--- src/core_defs.svh ---
// ------------------------------
// Core widths and stack depths
// ------------------------------
`ifndef CORE_DEFS_SVH
`define CORE_DEFS_SVH

// Datapath word
`define CORE_DATA_W 16

// Instruction fields
`define CORE_OPC_W 7
`define CORE_OPR_W 9

// Address spaces
`define CORE_IADDR_W 9
`define CORE_DADDR_W 9
`define CORE_IO_W 3

// Stack depths, power of two so pointers wrap cleanly
`define CORE_RSTACK_DEPTH 8
`define CORE_DSTACK_DEPTH 8

`endif

--- src/isa_pkg.sv ---
// ------------------------------
// Instruction set types
// Opcode table and field layout
// ------------------------------
`include "core_defs.svh"

package isa_pkg;

	// Opcode table
	typedef enum logic [`CORE_OPC_W-1:0] {
		op_nop  = 7'd0,  op_lod  = 7'd1,  op_psh  = 7'd2,  op_set  = 7'd3,
		op_setp = 7'd4,  op_add  = 7'd5,  op_and  = 7'd6,  op_orr  = 7'd7,
		op_xor  = 7'd8,  op_les  = 7'd9,  op_equ  = 7'd10, op_inv  = 7'd11,
		op_inn  = 7'd12, op_jmp  = 7'd13, op_jiz  = 7'd14, op_cal  = 7'd15,
		op_ret  = 7'd16, op_out  = 7'd17,
		// Stack forms, operand a comes from the data stack
		op_sadd = 7'd18, op_sand = 7'd19, op_sorr = 7'd20, op_sxor = 7'd21,
		op_sles = 7'd22, op_sequ = 7'd23
	} opcode_t;

	// Address or I/O port field
	typedef logic [`CORE_OPR_W-1:0] operand_t;

	// Full instruction word, opcode in the upper bits
	typedef struct packed {
		opcode_t  opcode;
		operand_t operand;
	} instr_t;

endpackage

--- src/datapath_pkg.sv ---
// ------------------------------
// Datapath types
// ALU operations and data word
// ------------------------------
`include "core_defs.svh"

package datapath_pkg;

	// ALU function select
	typedef enum logic [3:0] {
		pass_a, pass_b, add, and_op, or_op, xor_op, les, equ, inv
	} alu_op_t;

	// Signed data word, shared by ALU, accumulator and memory ports
	typedef logic signed [`CORE_DATA_W-1:0] data_t;

endpackage

--- src/lifo_stack.sv ---
// ------------------------------
// Parameterised LIFO stack
// ------------------------------
`timescale 1ns/1ps

module lifo_stack #(
	parameter int WIDTH = 16,
	parameter int DEPTH = 8
) (
	input  logic             clk,
	input  logic             rst,
	input  logic             push,
	input  logic             pop,
	input  logic [WIDTH-1:0] din,
	output logic [WIDTH-1:0] top
);

	localparam int PTR_W = $clog2(DEPTH);

	// Storage, no reset needed
	logic [WIDTH-1:0] mem [DEPTH];
	// Points at the next free slot
	logic [PTR_W-1:0] ptr;

	// Pointer wraps silently on overflow or underflow
	always_ff @(posedge clk or posedge rst) begin
		if (rst) begin
			ptr <= '0;
		end else if (push) begin
			ptr <= ptr + 1'b1;
		end else if (pop) begin
			ptr <= ptr - 1'b1;
		end
	end

	always_ff @(posedge clk) begin
		if (push) begin
			mem[ptr] <= din;
		end
	end

	// Most recent entry sits just below the pointer
	assign top = mem[ptr - 1'b1];

endmodule

--- src/instr_fetch.sv ---
// ------------------------------
// Instruction fetch
// Program counter, jump and call
// resolution, return stack
// ------------------------------
`timescale 1ns/1ps
`include "core_defs.svh"

module instr_fetch (
	input  logic                                clk,
	input  logic                                rst,
	input  logic [`CORE_OPC_W+`CORE_OPR_W-1:0]  instr,
	output logic [`CORE_IADDR_W-1:0]            instr_addr,
	input  logic                                acc_bit0,
	output isa_pkg::operand_t                   mem_addr_rd,
	output isa_pkg::opcode_t                    opcode,
	output isa_pkg::operand_t                   operand
);

	import isa_pkg::*;

	instr_t                   fields;
	logic [`CORE_IADDR_W-1:0] pc;
	logic [`CORE_IADDR_W-1:0] pc_inc;
	logic [`CORE_IADDR_W-1:0] pc_next;
	logic [`CORE_IADDR_W-1:0] ret_addr;
	logic                     is_jump;
	logic                     is_cal;
	logic                     is_ret;

	// Field split
	assign fields      = instr_t'(instr);
	assign opcode      = fields.opcode;
	assign operand     = fields.operand;
	// Direct address goes out in the fetch cycle
	assign mem_addr_rd = fields.operand;

	// Flow control decode
	// JIZ looks at bit 0 of the result being executed right now
	assign is_cal  = (fields.opcode == op_cal);
	assign is_ret  = (fields.opcode == op_ret);
	assign is_jump = (fields.opcode == op_jmp) || is_cal ||
		((fields.opcode == op_jiz) && !acc_bit0);

	// Return address is the call's own address plus one
	assign pc_inc = pc + 1'b1;

	always_comb begin
		if (is_jump) begin
			pc_next = fields.operand;
		end else if (is_ret) begin
			pc_next = ret_addr;
		end else begin
			pc_next = pc_inc;
		end
	end

	// Target shows on instr_addr the cycle after the jump is fetched
	always_ff @(posedge clk or posedge rst) begin
		if (rst) begin
			pc <= '0;
		end else begin
			pc <= pc_next;
		end
	end

	assign instr_addr = pc;

	// ------------------------------
	// Return stack
	// ------------------------------
	lifo_stack #(
		.WIDTH(`CORE_IADDR_W),
		.DEPTH(`CORE_RSTACK_DEPTH)
	) u_rstack (
		.clk (clk),
		.rst (rst),
		.push(is_cal),
		.pop (is_ret),
		.din (pc_inc),
		.top (ret_addr)
	);

endmodule

--- src/instr_decoder.sv ---
// ------------------------------
// Opcode decoder
// Fetch-cycle strobes and
// registered execute controls
// ------------------------------
`timescale 1ns/1ps
`include "core_defs.svh"

module instr_decoder (
	input  logic                   clk,
	input  logic                   rst,
	input  isa_pkg::opcode_t       opcode,
	input  isa_pkg::operand_t      operand,
	output datapath_pkg::alu_op_t  alu_op,
	output logic                   sel_stack,
	output logic                   sel_io,
	output logic                   acc_we,
	output logic                   dpush,
	output logic                   dpop,
	output logic                   wr,
	output logic                   out_en_d,
	output logic                   req_in,
	output logic [`CORE_IO_W-1:0]  addr_in,
	output isa_pkg::operand_t      op_q
);

	import isa_pkg::*;
	import datapath_pkg::*;

	alu_op_t alu_d;
	logic    stk_d;
	logic    io_d;
	logic    we_d;
	logic    push_d;
	logic    pop_d;

	// I/O read request leaves in the fetch cycle
	assign req_in  = (opcode == op_inn);
	assign addr_in = operand[`CORE_IO_W-1:0];

	always_comb begin
		// Defaults give NOP, ALU passes the accumulator through
		alu_d    = pass_b;
		stk_d    = 1'b0;
		io_d     = 1'b0;
		we_d     = 1'b0;
		push_d   = 1'b0;
		pop_d    = 1'b0;
		wr       = 1'b0;
		out_en_d = 1'b0;
		case (opcode)
			op_lod: begin
				alu_d = pass_a;
				we_d  = 1'b1;
			end
			// Old acc onto the stack, memory word into acc
			op_psh: begin
				alu_d  = pass_a;
				we_d   = 1'b1;
				push_d = 1'b1;
			end
			op_set:  wr = 1'b1;
			op_setp: begin
				wr    = 1'b1;
				alu_d = pass_a;
				stk_d = 1'b1;
				pop_d = 1'b1;
				we_d  = 1'b1;
			end
			// Memory forms
			op_add: begin alu_d = add;    we_d = 1'b1; end
			op_and: begin alu_d = and_op; we_d = 1'b1; end
			op_orr: begin alu_d = or_op;  we_d = 1'b1; end
			op_xor: begin alu_d = xor_op; we_d = 1'b1; end
			op_les: begin alu_d = les;    we_d = 1'b1; end
			op_equ: begin alu_d = equ;    we_d = 1'b1; end
			op_inv: begin alu_d = inv;    we_d = 1'b1; end
			// Stack forms pop operand a
			op_sadd, op_sand, op_sorr, op_sxor, op_sles, op_sequ: begin
				stk_d = 1'b1;
				pop_d = 1'b1;
				we_d  = 1'b1;
				case (opcode)
					op_sadd: alu_d = add;
					op_sand: alu_d = and_op;
					op_sorr: alu_d = or_op;
					op_sxor: alu_d = xor_op;
					op_sles: alu_d = les;
					default: alu_d = equ;
				endcase
			end
			op_inn: begin
				io_d = 1'b1;
				we_d = 1'b1;
			end
			op_out:  out_en_d = 1'b1;
			// Flow control is handled in fetch
			default: ;
		endcase
	end

	// ------------------------------
	// Execute-stage register
	// ------------------------------
	always_ff @(posedge clk or posedge rst) begin
		if (rst) begin
			alu_op    <= pass_b;
			sel_stack <= 1'b0;
			sel_io    <= 1'b0;
			acc_we    <= 1'b0;
			dpush     <= 1'b0;
			dpop      <= 1'b0;
			op_q      <= '0;
		end else begin
			alu_op    <= alu_d;
			sel_stack <= stk_d;
			sel_io    <= io_d;
			acc_we    <= we_d;
			dpush     <= push_d;
			dpop      <= pop_d;
			op_q      <= operand;
		end
	end

endmodule

--- src/alu.sv ---
// ------------------------------
// Integer ALU, combinational
// ------------------------------
`timescale 1ns/1ps

module alu (
	input  datapath_pkg::alu_op_t op,
	input  datapath_pkg::data_t   a,
	input  datapath_pkg::data_t   b,
	output datapath_pkg::data_t   y
);

	import datapath_pkg::*;

	// a is memory word or stack top, b is acc or I/O word
	data_t sum;
	data_t conj;
	data_t disj;
	data_t exor;
	data_t lt;
	data_t eq;
	data_t neg;

	assign sum  = b + a;
	assign conj = b & a;
	assign disj = b | a;
	assign exor = b ^ a;
	// Signed compare, result is 0 or 1
	assign lt   = (b < a) ? data_t'(1) : '0;
	assign eq   = (b == a) ? data_t'(1) : '0;
	// Bitwise inverse of b only
	assign neg  = ~b;

	always_comb begin
		case (op)
			pass_a:  y = a;
			add:     y = sum;
			and_op:  y = conj;
			or_op:   y = disj;
			xor_op:  y = exor;
			les:     y = lt;
			equ:     y = eq;
			inv:     y = neg;
			default: y = b;
		endcase
	end

endmodule

--- src/exec_unit.sv ---
// ------------------------------
// Execute stage
// Operand select, data stack,
// accumulator
// ------------------------------
`timescale 1ns/1ps
`include "core_defs.svh"

module exec_unit (
	input  logic                  clk,
	input  logic                  rst,
	input  datapath_pkg::alu_op_t alu_op,
	input  logic                  sel_stack,
	input  logic                  sel_io,
	input  logic                  acc_we,
	input  logic                  dpush,
	input  logic                  dpop,
	input  datapath_pkg::data_t   mem_data_rd,
	input  datapath_pkg::data_t   io_in,
	output datapath_pkg::data_t   acc,
	output datapath_pkg::data_t   result
);

	import datapath_pkg::*;

	data_t io_q;
	data_t stk_top;
	data_t op_a;
	data_t op_b;

	// I/O word sampled at the edge ending the fetch cycle
	always_ff @(posedge clk) begin
		io_q <= io_in;
	end

	// Operand muxes
	assign op_a = sel_stack ? stk_top : mem_data_rd;
	assign op_b = sel_io ? io_q : acc;

	alu u_alu (
		.op(alu_op),
		.a (op_a),
		.b (op_b),
		.y (result)
	);

	// Accumulator
	always_ff @(posedge clk or posedge rst) begin
		if (rst) begin
			acc <= '0;
		end else if (acc_we) begin
			acc <= result;
		end
	end

	// ------------------------------
	// Data stack
	// ------------------------------
	// Pushes the accumulator before it is overwritten
	lifo_stack #(
		.WIDTH(`CORE_DATA_W),
		.DEPTH(`CORE_DSTACK_DEPTH)
	) u_dstack (
		.clk (clk),
		.rst (rst),
		.push(dpush),
		.pop (dpop),
		.din (acc),
		.top (stk_top)
	);

endmodule

--- src/port_unit.sv ---
// ------------------------------
// Memory write and I/O output
// ------------------------------
`timescale 1ns/1ps
`include "core_defs.svh"

module port_unit (
	input  logic                     clk,
	input  logic                     rst,
	input  logic                     wr,
	input  logic                     out_en_d,
	input  isa_pkg::operand_t        op_q,
	input  datapath_pkg::data_t      acc,
	output logic                     mem_wr,
	output logic [`CORE_DADDR_W-1:0] mem_addr_wr,
	output datapath_pkg::data_t      mem_data_wr,
	output logic                     out_en,
	output logic [`CORE_IO_W-1:0]    addr_out
);

	// Strobes move from fetch into execute
	always_ff @(posedge clk or posedge rst) begin
		if (rst) begin
			mem_wr <= 1'b0;
			out_en <= 1'b0;
		end else begin
			mem_wr <= wr;
			out_en <= out_en_d;
		end
	end

	// Operand is already aligned to the execute cycle
	assign mem_addr_wr = op_q;
	// Port number from the low operand bits
	assign addr_out    = op_q[`CORE_IO_W-1:0];
	// Store and OUT both carry acc before its update
	assign mem_data_wr = acc;

endmodule

--- src/stack_core.sv ---
// ------------------------------
// Stack processor core top
// Fetch, decode, execute, ports
// ------------------------------
`timescale 1ns/1ps
`include "core_defs.svh"

module stack_core (
	input  logic                               clk,
	input  logic                               rst,
	input  logic [`CORE_OPC_W+`CORE_OPR_W-1:0] instr,
	output logic [`CORE_IADDR_W-1:0]           instr_addr,
	output logic                               mem_wr,
	output logic [`CORE_DADDR_W-1:0]           mem_addr_rd,
	output logic [`CORE_DADDR_W-1:0]           mem_addr_wr,
	input  datapath_pkg::data_t                mem_data_rd,
	output datapath_pkg::data_t                mem_data_wr,
	input  datapath_pkg::data_t                io_in,
	output logic                               req_in,
	output logic [`CORE_IO_W-1:0]              addr_in,
	output logic                               out_en,
	output logic [`CORE_IO_W-1:0]              addr_out
);

	import isa_pkg::*;
	import datapath_pkg::*;

	opcode_t  opcode;
	operand_t operand;
	operand_t op_q;
	alu_op_t  alu_op;
	logic     sel_stack, sel_io, acc_we;
	logic     dpush, dpop;
	logic     wr, out_en_d;
	data_t    acc;
	data_t    result;

	// ------------------------------
	// Fetch
	// ------------------------------
	instr_fetch u_fetch (
		.clk        (clk),
		.rst        (rst),
		.instr      (instr),
		.instr_addr (instr_addr),
		// JIZ tests the result currently in execute
		.acc_bit0   (result[0]),
		.mem_addr_rd(mem_addr_rd),
		.opcode     (opcode),
		.operand    (operand)
	);

	instr_decoder u_decode (
		.clk      (clk),
		.rst      (rst),
		.opcode   (opcode),
		.operand  (operand),
		.alu_op   (alu_op),
		.sel_stack(sel_stack),
		.sel_io   (sel_io),
		.acc_we   (acc_we),
		.dpush    (dpush),
		.dpop     (dpop),
		.wr       (wr),
		.out_en_d (out_en_d),
		.req_in   (req_in),
		.addr_in  (addr_in),
		.op_q     (op_q)
	);

	// ------------------------------
	// Execute
	// ------------------------------
	exec_unit u_exec (
		.clk        (clk),
		.rst        (rst),
		.alu_op     (alu_op),
		.sel_stack  (sel_stack),
		.sel_io     (sel_io),
		.acc_we     (acc_we),
		.dpush      (dpush),
		.dpop       (dpop),
		.mem_data_rd(mem_data_rd),
		.io_in      (io_in),
		.acc        (acc),
		.result     (result)
	);

	port_unit u_ports (
		.clk        (clk),
		.rst        (rst),
		.wr         (wr),
		.out_en_d   (out_en_d),
		.op_q       (op_q),
		.acc        (acc),
		.mem_wr     (mem_wr),
		.mem_addr_wr(mem_addr_wr),
		.mem_data_wr(mem_data_wr),
		.out_en     (out_en),
		.addr_out   (addr_out)
	);

endmodule

--- config.mk ---
export PLATFORM = sky130hd
export DESIGN_NAME = stack_core
export DESIGN_NICKNAME = d
export VERILOG_FILES = /design/src/isa_pkg.sv /design/src/datapath_pkg.sv /design/src/lifo_stack.sv /design/src/instr_fetch.sv /design/src/instr_decoder.sv /design/src/alu.sv /design/src/exec_unit.sv /design/src/port_unit.sv /design/src/stack_core.sv
export VERILOG_INCLUDE_DIRS = /design/src /design/src/src
export SDC_FILE = /design/constraint.sdc
export NUM_CORES = 1
export LEC_CHECK = 0
export BUFFER_PORTS_ARGS = -buffer_cell sky130_fd_sc_hd__buf_4
export CAP_MARGIN = 40
export CORE_AREA = 2 2 157 159
export CTS_CLUSTER_SIZE = 25
export DETAILED_ROUTE_END_ITERATION = 10
export DIE_AREA = 0 0 159 161
export PLACE_DENSITY = 0.78
export SETUP_SLACK_MARGIN = 0.15
export SLEW_MARGIN = 20
export SYNTH_ARGS = -nofsm -noshare
export SYNTH_HDL_FRONTEND = slang
export SYNTH_SLANG_ARGS = --single-unit
--- constraint.sdc ---
create_clock -name clk -period 5.27 [get_ports clk]
set_clock_uncertainty 0.2 [all_clocks]
set_input_delay 0.7905 -clock clk [delete_from_list [all_inputs] [get_ports clk]]
set_output_delay 0.7905 -clock clk [all_outputs]
set_load 0.02 [all_outputs]
==> results of run 1 <==
==> worst register-to-register path: stages (launching register included) <==
cell,delay (ns)
dfrtp_1,0.47
inv_1,0.09
ha_1,0.31
buf_4,0.30
buf_4,0.26
mux4_2,0.21
mux2i_1,0.09
a21oi_1,0.29
inv_1,0.10
ha_1,0.37
nor4_1,0.48
nand4_1,0.21
a21oi_1,0.22
a2111oi_2,0.09
mux2i_1,0.24
o31ai_4,0.32
buf_12,0.17
mux2_2,0.33
==> cells in the final DEF, fill, tap and decap left out, drive strengths merged, types with 7 or more instances in the layout <==
cell	n
a21o	9
a21oi	59
a221oi	8
a22oi	10
a311oi	8
buf	141
clkbuf	33
clkinv	11
dfrtp	49
dfxtp	16
edfxtp	200
ha	53
inv	58
mux2	14
mux2i	41
mux4	50
nand2	46
nand2b	8
nand3	20
nor2	85
nor2b	7
nor3	18
nor4	10
o21ai	35
xnor2	15
==> metrics by stage <==
step | power, mW | std cells | hold slack [ns]
after global placement | 5.59 | 1344 | 0.356
after detailed placement | 5.68 | 1355 | 0.362
after floorplan | 4.79 | 953 | 0.321
final | 7.57 | 1407 | 0.152
after global routing | 7.93 | 1407 | 0.143
after CTS | 7.61 | 1403 | 0.138
==> state kept, by name (all words and copies together), names as in the netlist <==
| signal | flops |
|---|---|
| u_decode.sel_stack | 1 |
| u_ports.out_en | 1 |
| u_exec.u_dstack.mem | 128 |
| u_fetch.u_rstack.mem | 72 |
| u_decode.op_q | 9 |
| u_decode.acc_we | 1 |
| u_decode.alu_op | 4 |
| u_exec.acc | 16 |
| u_exec.u_dstack.ptr | 3 |
| u_ports.mem_wr | 1 |
| u_fetch.instr_addr | 9 |
| u_decode.dpush | 1 |
| u_fetch.u_rstack.ptr | 3 |
| u_exec.io_q | 16 |
| u_decode.sel_io | 1 |
==> synthesized netlist by cell type, drive strengths merged, types with 16 or more instances <==
cell type  number
a21oi          59
buf            30
clkbuf         30
dfrtp          49
dfxtp          16
edfxtp        200
ha             53
inv            56
mux2i          41
mux4           50
nand2          46
nand3          20
nor2           85
nor3           18
o21ai          35
==> kinds of logic after synthesis <==
logic type                 Yosys count  synth area share
DFF                                266             0.592
and+or+nand+nor                    209            0.0735
AOI/OAI and AO/OA                  181            0.0934
buffers and inverters              117            0.0404
muxes                              105             0.132
adders and majority gates           54            0.0534
xor gates and xnor gates            21            0.0150
==> power breakdown <==
group | switching, mW | total (mW) | leakage (nW) | internal, mW
combinational | 1.58 | 2.81 | 2.67 | 1.23
clock | 0.772 | 1.91 | 0.432 | 1.14
sequential | 0.259 | 2.85 | 2.53 | 2.59
total | 2.62 | 7.57 | 5.62 | 4.96
==> metal layers <==
| layer | vias up | global-route usage | routed length, microns |
|---|---|---|---|
| met5 | - | 0 | 0 |
| li1 | 3818 | - | - |
| met2 | 400 | 0.409 | 15400 |
| met3 | 73 | 0.0434 | 2300 |
| met4 | 0 | 0.108 | 1350 |
| met1 | 4155 | 0.323 | 12600 |
==> final cells by class <==
type / instances / area share
clock buffers: 32 / 0.0464
flip-flops and latches: 266 / 0.506
multi-input cells: 570 / 0.319
well taps: 324 / 0.0271
inverters: 57 / 0.0143
clock inverters: 16 / 0.0126
repair buffers: 142 / 0.0740
==> what timing repair did <==
action,4_1_cts,5_1_grt
endpoints found under the hold margin,0,0
setup buffers,0,1
endpoints found under the setup margin,0,9
==> worst max-delay path by stage <==
stage	from	end	slack, ns	depth (start not counted)
after floorplan	u_exec.u_dstack.ptr[0]	u_fetch.instr_addr[0]	0.22	19
after global placement	u_exec.u_dstack.ptr[1]	u_fetch.instr_addr[4]	0.55	16
after detailed placement	u_exec.u_dstack.ptr[1]	u_fetch.instr_addr[0]	0.32	16
after CTS	u_exec.u_dstack.ptr[1]	u_fetch.instr_addr[8]	0.33	16
after global routing	u_exec.u_dstack.ptr[1]	u_fetch.instr_addr[0]	0.18	17
final	u_exec.u_dstack.ptr[1]	u_fetch.instr_addr[0]	0.39	17
==> impl_metrics.tcl, run 1 <==
set metrics [dict create \
    outcome "finished clean" \
    dp_hpwl_mm 21.9 \
    drt-initial-drc-count 814 \
    path_class "flip-flop to flip-flop" \
    ys_types 66 \
    regArea_sq_mm 0.00758 \
    die_x_microns 159 \
    synth_area_leaders "edfxtp_1 47%, dfrtp_1 9.6%, mux4_2 8.8%, ha_1 5.2%, mux2i_1 3.2%" \
    crit_slowest_cell "nor4_1" \
    startpoint_type "flip-flop" \
    syn-num-nets 1057 \
    postCtsHoldBufs 0 \
    first_pass_iters 7 \
    r2r_start "u_exec.u_dstack.ptr[1]" \
    die_h_microns 161 \
    final_area_sq_mm 0.0150 \
    core_sq_mm 0.0240 \
    place_worst_setup_slack_ns 0.322 \
    hold_viol 0 \
    synthToLayoutAreaGrowth_pct 17.0 \
    final_util 0.625 \
    power_density_mw_per_mm2 506 \
    pin_count 102 \
    yosys.area.top_type "edfxtp_1" \
    placed_area_sq_mm 0.0140 \
    via_per_inst 6.00 \
    cts.clk_slew.worst_paths_ns 0.06 \
    async_flop_share 0.188 \
    fmax_ghz 0.205 \
    nets 1168 \
    finalSetupTns_ns 0 \
    endpoint_kind "flip-flop" \
    synth-seq-cells 266 \
    n_antenna_cell 0 \
    ys_warn_count 0 \
    synth_top_cell_area_share 0.469 \
    avgSynthCellArea_sq_um 13.4 \
    numPortBuffers 101 \
    post_drt_wl_per_cell_microns 22.5 \
    grt_overflow 0 \
    vdd_ir_drop_max_v 0.000341 \
    cts-resized-gates 0 \
    min_path_cells 1 \
    worst_pin_slew_ns 0.821 \
    hold_path_class "input port to flip-flop" \
    grt_pass1_vias 8474 \
    initial_core_util 0.534 \
    gp_congestion 0.975 \
    netlist_area_sq_mm 0.0128 \
    rows 57 \
    grt_use_total 0.246 \
    cts_buffers 27 \
    fill_cells 1795 \
    slew_headroom 0.453 \
    cts.sinks 266 \
    routed_wirelength_mm 31.7 \
    final_max_slew_viol_count 0 \
    setup_viol 0 \
    cp_top_family "compound AO/OA/AOI/OAI gates" \
    fin_crit_ns 4.88 \
    synth_edf_count 200 \
    route.detailed.drc 0 \
    grt_pass1_wl_mm 48.7 \
    cts_tree "built" \
    die_area_sq_mm 0.0256 \
    critPathMaxStageDelay_ns 0.48 \
    crit_chain "inv_1, ha_1, buf_4, buf_4, mux4_2, mux2i_1, a21oi_1, inv_1, ha_1, nor4_1, nand4_1, a21oi_1, a2111oi_2, mux2i_1, o31ai_4, buf_12, mux2_2" \
    setup_ws_ns 0.393 \
    rsz0062_at_grt "false" \
    grt_antenna_before_repair 0 \
    p_leak_nw 5.62 \
    cts_max_level 1 \
    cts-root-buf "clkbuf_16" \
    critPathRequiredTime_ns 5.48 \
    drive_above_1_share 0.247 \
    cp.arrival_ns 5.09 \
    syn_inst 953 \
    vias 8446 \
    hp-start "io_in[12]" \
    drtAntennaViolNets 0 \
    synth_ff_type "edfxtp_1" \
    reg2reg_depth 17 \
    critPathBufInv 5 \
    holdPathEnd "u_exec.io_q[12]" \
    rr_endpoint "u_fetch.instr_addr[0]" \
    crit_fanout 20 \
    grt_max_degree 51 \
    r2r_slack_ns 0.39 \
    multi_input_area_sq_mm 0.00478 \
    cap_violations 0 \
    clock_latency_ns 0.54 \
    clockBufferDepth 3 \
    finalCritPeriodShare 0.925 \
    yosysSeqAreaShare 0.592 \
]
No activity file was read; power rests on OpenSTA's default activity.
==> run 2: changes to the inputs <==
--- a/config.mk
+++ b/config.mk
@@ -6,13 +6,14 @@
 export SDC_FILE = /design/constraint.sdc
 export NUM_CORES = 1
 export LEC_CHECK = 0
+export ABC_AREA = 1
 export BUFFER_PORTS_ARGS = -buffer_cell sky130_fd_sc_hd__buf_4
 export CAP_MARGIN = 40
-export CORE_AREA = 2 2 157 159
+export CORE_AREA = 2 2 158 160
 export CTS_CLUSTER_SIZE = 25
 export DETAILED_ROUTE_END_ITERATION = 10
-export DIE_AREA = 0 0 159 161
-export PLACE_DENSITY = 0.78
+export DIE_AREA = 0 0 160 162
+export PLACE_DENSITY = 0.79
 export SETUP_SLACK_MARGIN = 0.15
 export SLEW_MARGIN = 20
 export SYNTH_ARGS = -nofsm -noshare
==> impl_metrics.tcl, run 2 <==
set metrics [dict create \
    grt_pass1_wl_mm 54.2 \
    route.detailed.drc 0 \
    wl_met3_mm 2.59 \
    cts_buffers 29 \
    power_density_mw_per_mm2 519 \
    p_total_mw 7.85 \
    cts_max_level 1 \
    grt_pass1_vias 10200 \
    ys_types 46 \
    grt_antenna_before_repair 0 \
    synth.most_common_cell "edfxtp_1" \
    synthToLayoutAreaGrowth_pct 15.4 \
    dr_wl_met2_mm 16.4 \
    clockBufferDepth 3 \
    grt_use_total 0.263 \
    drive_above_1_share 0.137 \
    cp.arrival_ns 4.57 \
    post_cts_buffers 0 \
    synth_top_cell_area_share 0.458 \
    fill_cells 1976 \
    pin_count 102 \
    synth_edf_count 200 \
    first_pass_iters 6 \
    grt_max_degree 67 \
    finalSetupTns_ns 0 \
    startpoint_type "flip-flop" \
    synth_commonest_cells "200 x edfxtp_1, 190 x nor2_1, 188 x nand2_1, 158 x o21ai_0, 136 x inv_1" \
    numPortBuffers 101 \
    die_h_microns 162 \
    fin_crit_ns 4.34 \
    grt_overflow 0 \
    cts-resized-gates 0 \
    synth_ff_type "edfxtp_1" \
    cts_tree "built" \
    n_antenna_cell 0 \
    yosys.area.top_type "edfxtp_1" \
    syn-num-nets 1438 \
    drtAntennaViolNets 0 \
    synth-seq-cells 266 \
    die_x_microns 160 \
    p_leak_nw 6.11 \
    largest_register_ffs 128 \
    postCtsHoldBufs 0 \
    nets 1538 \
    finalCritPeriodShare 0.823 \
    wl_met1_mm 13.6 \
    drt-initial-drc-count 1083 \
    ys_warn_count 0 \
    cts.sinks 266 \
    gp_congestion 0.985 \
    rsz0062_at_grt "false" \
    hp-start "io_in[2]" \
    crit_start "u_exec.u_dstack.ptr[1]" \
    routed_wirelength_mm 34.1 \
    core_sq_mm 0.0241 \
    setup_viol 0 \
    yosysSeqAreaShare 0.578 \
    fmax_ghz 0.231 \
    slew_headroom 0.445 \
    r2r_start "u_exec.u_dstack.ptr[1]" \
    final_util 0.627 \
    final_common_cell "edfxtp_1" \
    netlist_area_sq_mm 0.0131 \
    crit_fanout 18 \
    final_cells 1780 \
    via_per_inst 5.74 \
    critPathRequiredTime_ns 5.51 \
    syn_inst 1334 \
    post_drt_wl_per_cell_microns 19.2 \
    async_flop_share 0.188 \
    top_layer "met4" \
    top_register "u_exec.u_dstack.mem" \
    avgSynthCellArea_sq_um 9.82 \
    cap_violations 0 \
    rows 57 \
    cts.clk_slew.worst_paths_ns 0.06 \
    synth_area_leaders "edfxtp_1 46%, dfrtp_1 9.4%, o21ai_0 6.0%, nor2_1 5.4%, nand2_1 5.4%" \
    hold_path_class "input port to flip-flop" \
    final_cell_mix "200 x edfxtp_1, 190 x nor2_1, 188 x nand2_1, 158 x o21ai_0, 135 x inv_1" \
    initial_core_util 0.544 \
    vias 10200 \
    die_area_sq_mm 0.0259 \
    final_max_slew_viol_count 0 \
    dp_cells 1724 \
    dp_hpwl_mm 23.2 \
    endpoint_kind "flip-flop" \
    hold_viol 0 \
    reg_top3 "u_exec.u_dstack.mem (128), u_fetch.u_rstack.mem (72)" \
    worst_pin_slew_ns 0.832 \
    vdd_ir_drop_max_v 0.000411 \
    cts-root-buf "clkbuf_16" \
    outcome "finished clean" \
    path_class "flip-flop to flip-flop" \
    clock_latency_ns 0.56 \
]
## run 2: cell types whose count changed in the layout (fill, tap and decap cells not counted), sizes merged, moves of 9 or more
cell	delta
inv	+81
o211ai	+31
a21oi	-25
mux2i	-41
a21o	-9
o221ai	+10
o21ai	+136
mux4	-50
nor2	+106
nand2	+146
o22ai	+19
nand3	+53
mux2	-13
xnor2	-12
## run 2: path summary, 6_finish.rpt
check	slack [ns]	depth (start not counted)	to
min in group asynchronous	0.23	3	u_decode.op_q[1]
setup reg to reg	0.93	23	u_fetch.instr_addr[7]
setup / recovery	0.93	23	u_fetch.instr_addr[7]
hold reg to reg	0.41	2	u_exec.u_dstack.ptr[1]
max in group asynchronous	4.10	3	u_exec.u_dstack.ptr[0]
hold / removal	0.14	1	u_exec.io_q[2]
## run 2: area by class of cell
| type | count | area, sq um | area share |
|---|---|---|---|
| Clock buffer | 35 | 748 | 0.0495 |
| Sequential cell | 266 | 7580 | 0.501 |
| Inverter | 141 | 529 | 0.0350 |
| Clock inverter | 18 | 176 | 0.0117 |
| Tap cell | 324 | 405 | 0.0268 |
| Multi-Input combinational cell | 861 | 4650 | 0.308 |
| Timing Repair Buffer | 135 | 1030 | 0.0680 |
## run 2: cells by family after synthesis
| kind of cell | synth area share |
|---|---|
| mux | 0.000859 |
| simple gates | 0.152 |
| xor+xnor | 0.0101 |
| buf+inv | 0.0672 |
| fa+ha+maj | 0.0521 |
| flops | 0.578 |
| compound gates | 0.139 |
## run 2: worst max-delay path: stages, from the launching register on
cell      delay [ns]
dfrtp_1         0.43
inv_1           0.12
ha_1            0.25
xor2_4          0.54
inv_2           0.32
o211ai_1        0.18
nand3_1         0.11
o21ai_0         0.23
inv_1           0.14
ha_1            0.34
nor2_1          0.15
nand3_1         0.10
nor2_1          0.23
inv_1           0.07
nor2_1          0.10
nor2_1          0.04
nand2_1         0.07
a21oi_2         0.03
nand2_1         0.10
nand2_2         0.08
nand2_4         0.13
nand2_4         0.10
nand2_1         0.09
nand2_1         0.05
## run 2: where the power goes
part	internal, mW	total, mW	leakage, nW	switching (mW)
Sequential	2.59	2.84	2.55	0.254
Clock	1.16	1.98	0.445	0.820
Combinational	0.966	3.03	3.12	2.07
Total	4.71	7.85	6.11	3.14
## run 2: stage by stage
step	setup slack (ns)	hold slack (ns)	area (sq um)
floorplan	1.59	0.331	13100
finish	0.933	0.137	15100
global placement	1.13	0.349	14100
global route	0.530	0.123	15100
CTS	0.972	0.119	15100
detailed placement	0.975	0.393	14200
## run 2: routing by layer
layer	vias up	global-route usage
li1	4801	-
met2	482	0.446
met4	0	0.109
met5	-	0
met3	99	0.0403
met1	4843	0.343
==> run 3: changes to the inputs <==
--- a/config.mk
+++ b/config.mk
@@ -6,14 +6,14 @@
 export SDC_FILE = /design/constraint.sdc
 export NUM_CORES = 1
 export LEC_CHECK = 0
-export ABC_AREA = 1
+export ABC_AREA = 0
 export BUFFER_PORTS_ARGS = -buffer_cell sky130_fd_sc_hd__buf_4
 export CAP_MARGIN = 40
-export CORE_AREA = 2 2 158 160
+export CORE_AREA = 2 2 157 159
 export CTS_CLUSTER_SIZE = 25
 export DETAILED_ROUTE_END_ITERATION = 10
-export DIE_AREA = 0 0 160 162
-export PLACE_DENSITY = 0.79
+export DIE_AREA = 0 0 159 161
+export PLACE_DENSITY = 0.78
 export SETUP_SLACK_MARGIN = 0.15
 export SLEW_MARGIN = 20
 export SYNTH_ARGS = -nofsm -noshare
==> constraint.sdc (replaced) <==
create_clock -name clk -period 3.94 [get_ports clk]
set_clock_uncertainty 0.2 [all_clocks]
set_input_delay 0.591 -clock clk [delete_from_list [all_inputs] [get_ports clk]]
set_output_delay 0.591 -clock clk [all_outputs]
set_load 0.02 [all_outputs]
==> impl_metrics.tcl, run 3 (synthesized netlist as in run 1, its figures left out) <==
set metrics [dict create \
    rows 57 \
    vias 9211 \
    largest_register_ffs 128 \
    rsz0062_at_grt "true" \
    via_per_inst 5.97 \
    die_h_microns 161 \
    cts-root-buf "clkbuf_16" \
    cap_violations 0 \
    endpoint_kind "flip-flop" \
    setup_ws_ns -0.237 \
    clockBufferDepth 3 \
    routed_wirelength_mm 35.4 \
    startpoint_type "flip-flop" \
    path_class "flip-flop to flip-flop" \
    die_x_microns 159 \
    crit_fanout 6 \
    met2_usage 0.468 \
    hold_path_class "input port to flip-flop" \
    met3_usage 0.0431 \
    holdWs_ns 0.0233 \
    critPathMaxStageDelay_ns 0.52 \
    first_pass_iters 6 \
    top_register "u_exec.u_dstack.mem" \
    grt_antenna_before_repair 0 \
    n_antenna_cell 0 \
    cts_max_level 1 \
    crit_chain "inv_4, ha_4, buf_6, mux4_2, mux2i_2, nand2_1, o21ai_2, inv_2, ha_4, fa_2, a21o_1, a21oi_2, o21ai_2, a311oi_2, o21ai_1, or4_4, o221ai_2" \
    reg_top3 "u_exec.u_dstack.mem (128), u_fetch.u_rstack.mem (72)" \
    grt_pass1_wl_mm 52.4 \
    failed_checks "negative setup slack" \
    final_cell_mix "230 x buf_4, 200 x edfxtp_1, 85 x nor2_1, 50 x mux4_2, 48 x dfrtp_1" \
    slew_headroom 0.487 \
    p_leak_nw 6.38 \
    fill_cells 1577 \
    cts.sinks 266 \
    synthToLayoutAreaGrowth_pct 30.5 \
    pin_count 102 \
    grt_max_degree 33 \
    numPortBuffers 101 \
    die_area_sq_mm 0.0256 \
    crit_slowest_cell "or4_4" \
    grt_overflow 0 \
    grt_use_total 0.268 \
    drt-initial-drc-count 924 \
    grt_pass1_vias 9084 \
    cp.arrival_ns 4.43 \
    cts_tree "built" \
    critPathRequiredTime_ns 4.19 \
    grt_util_met1 0.332 \
    dp_hpwl_mm 22.6 \
    cts_buffers 28 \
    drive_above_1_share 0.366 \
    drtAntennaViolNets 0 \
    final_max_slew_viol_count 0 \
    finalCritPeriodShare 1.06 \
    fmax_ghz 0.239 \
    setup_viol 11 \
    place_worst_setup_slack_ns -0.269 \
    gp_congestion 0.984 \
    worst_pin_slew_ns 0.770 \
    vdd_ir_drop_max_v 0.000666 \
    cts.clk_slew.worst_paths_ns 0.06 \
    fin_crit_ns 4.18 \
    final_common_cell "buf_4" \
    outcome "finished with violations" \
    hold_viol 0 \
    busiest_layer "met2" \
    route.detailed.drc 0 \
    nets 1300 \
    clock_latency_ns 0.54 \
    dp_cells 1441 \
    final_cells 1542 \
    core_sq_mm 0.0240 \
    initial_core_util 0.534 \
    post_drt_wl_per_cell_microns 22.9 \
    r2r_slack_ns -0.24 \
    power_density_mw_per_mm2 712 \
]
## run 3: changes by cell type in the layout (fill, tap and decap cells not counted), sizes merged, moves of 31 or more
cell | before | now
buf | 134 | 248
inv | 139 | 58
mux2i | 0 | 41
mux4 | 0 | 50
nand2 | 192 | 46
nand3 | 73 | 20
nor2 | 191 | 85
o211ai | 37 | 6
o21ai | 171 | 35
## run 3: timing repair
action | 4_1_cts | 5_1_grt
hold buffers | 25 | 0
gates cloned | 2 | 0
endpoints found under the hold margin | 45 | 0
setup buffers | 11 | 11
pin swaps | 5 | 26
resized for setup | 34 | 41
endpoints found under the setup margin | 17 | 21
## run 3: area by class of cell
class                           count  area, sq um  share of cell area
Sequential cell                   266         7580               0.454
Multi-Input combinational cell    570         5250               0.315
Timing Repair Buffer              273         2270               0.136
Clock buffer                       37          774              0.0464
Tap cell                          324          405              0.0243
Inverter                           57          216              0.0130
Clock inverter                     15          201              0.0121
## run 3: report_power, final
group          switching, mW  internal, mW  leakage (nW)
Clock                   1.09          1.66         0.476
Sequential             0.232          3.47          2.53
Combinational           2.78          2.66          3.38
Total                   4.10          7.79          6.38
## run 3: final timing paths
path / from / endpoint / depth (start not counted)
max: u_exec.u_dstack.ptr[0] / u_exec.acc[14] / 17
min: instr[7] / u_decode.op_q[7] / 1
max reg2reg: u_exec.u_dstack.ptr[0] / u_exec.acc[14] / 17
min reg2reg: u_exec.u_dstack.ptr[2] / u_exec.u_dstack.ptr[2] / 1
max in group asynchronous: rst / u_exec.u_dstack.ptr[0] / 4
min in group asynchronous: rst / u_fetch.instr_addr[1] / 3
## run 3: through the flow
step / instance area (sq um) / setup TNS [ns] / power (mW) / utilization
final: 16700 / -2.21 / 11.9 / 0.697
after global routing: 16700 / -4.34 / 12.3 / 0.697
after CTS: 16400 / -1.45 / 11.5 / 0.684
after detailed placement: 14800 / -2.45 / 8.34 / 0.620
after global placement: 14800 / -1.90 / 8.22 / 0.619
after floorplan: 13000 / -5.87 / 6.62 / -
## run 3: metal layers
| layer | vias up | part of all wire |
|---|---|---|
| met5 | - | 0 |
| li1 | 4090 | - |
| met3 | 98 | 0.075 |
| met1 | 4552 | 0.38 |
| met4 | 0 | 0.051 |
| met2 | 471 | 0.50 |
## run 3: critical path, delay by kind of cell, from the launching register on
family          cells  cell delay [ns]
compound gates      7             1.16
fa+ha+maj           3             0.85
buf+inv             3             0.27
flops               1             0.43
mux                 2             0.53
simple gates        2             0.63
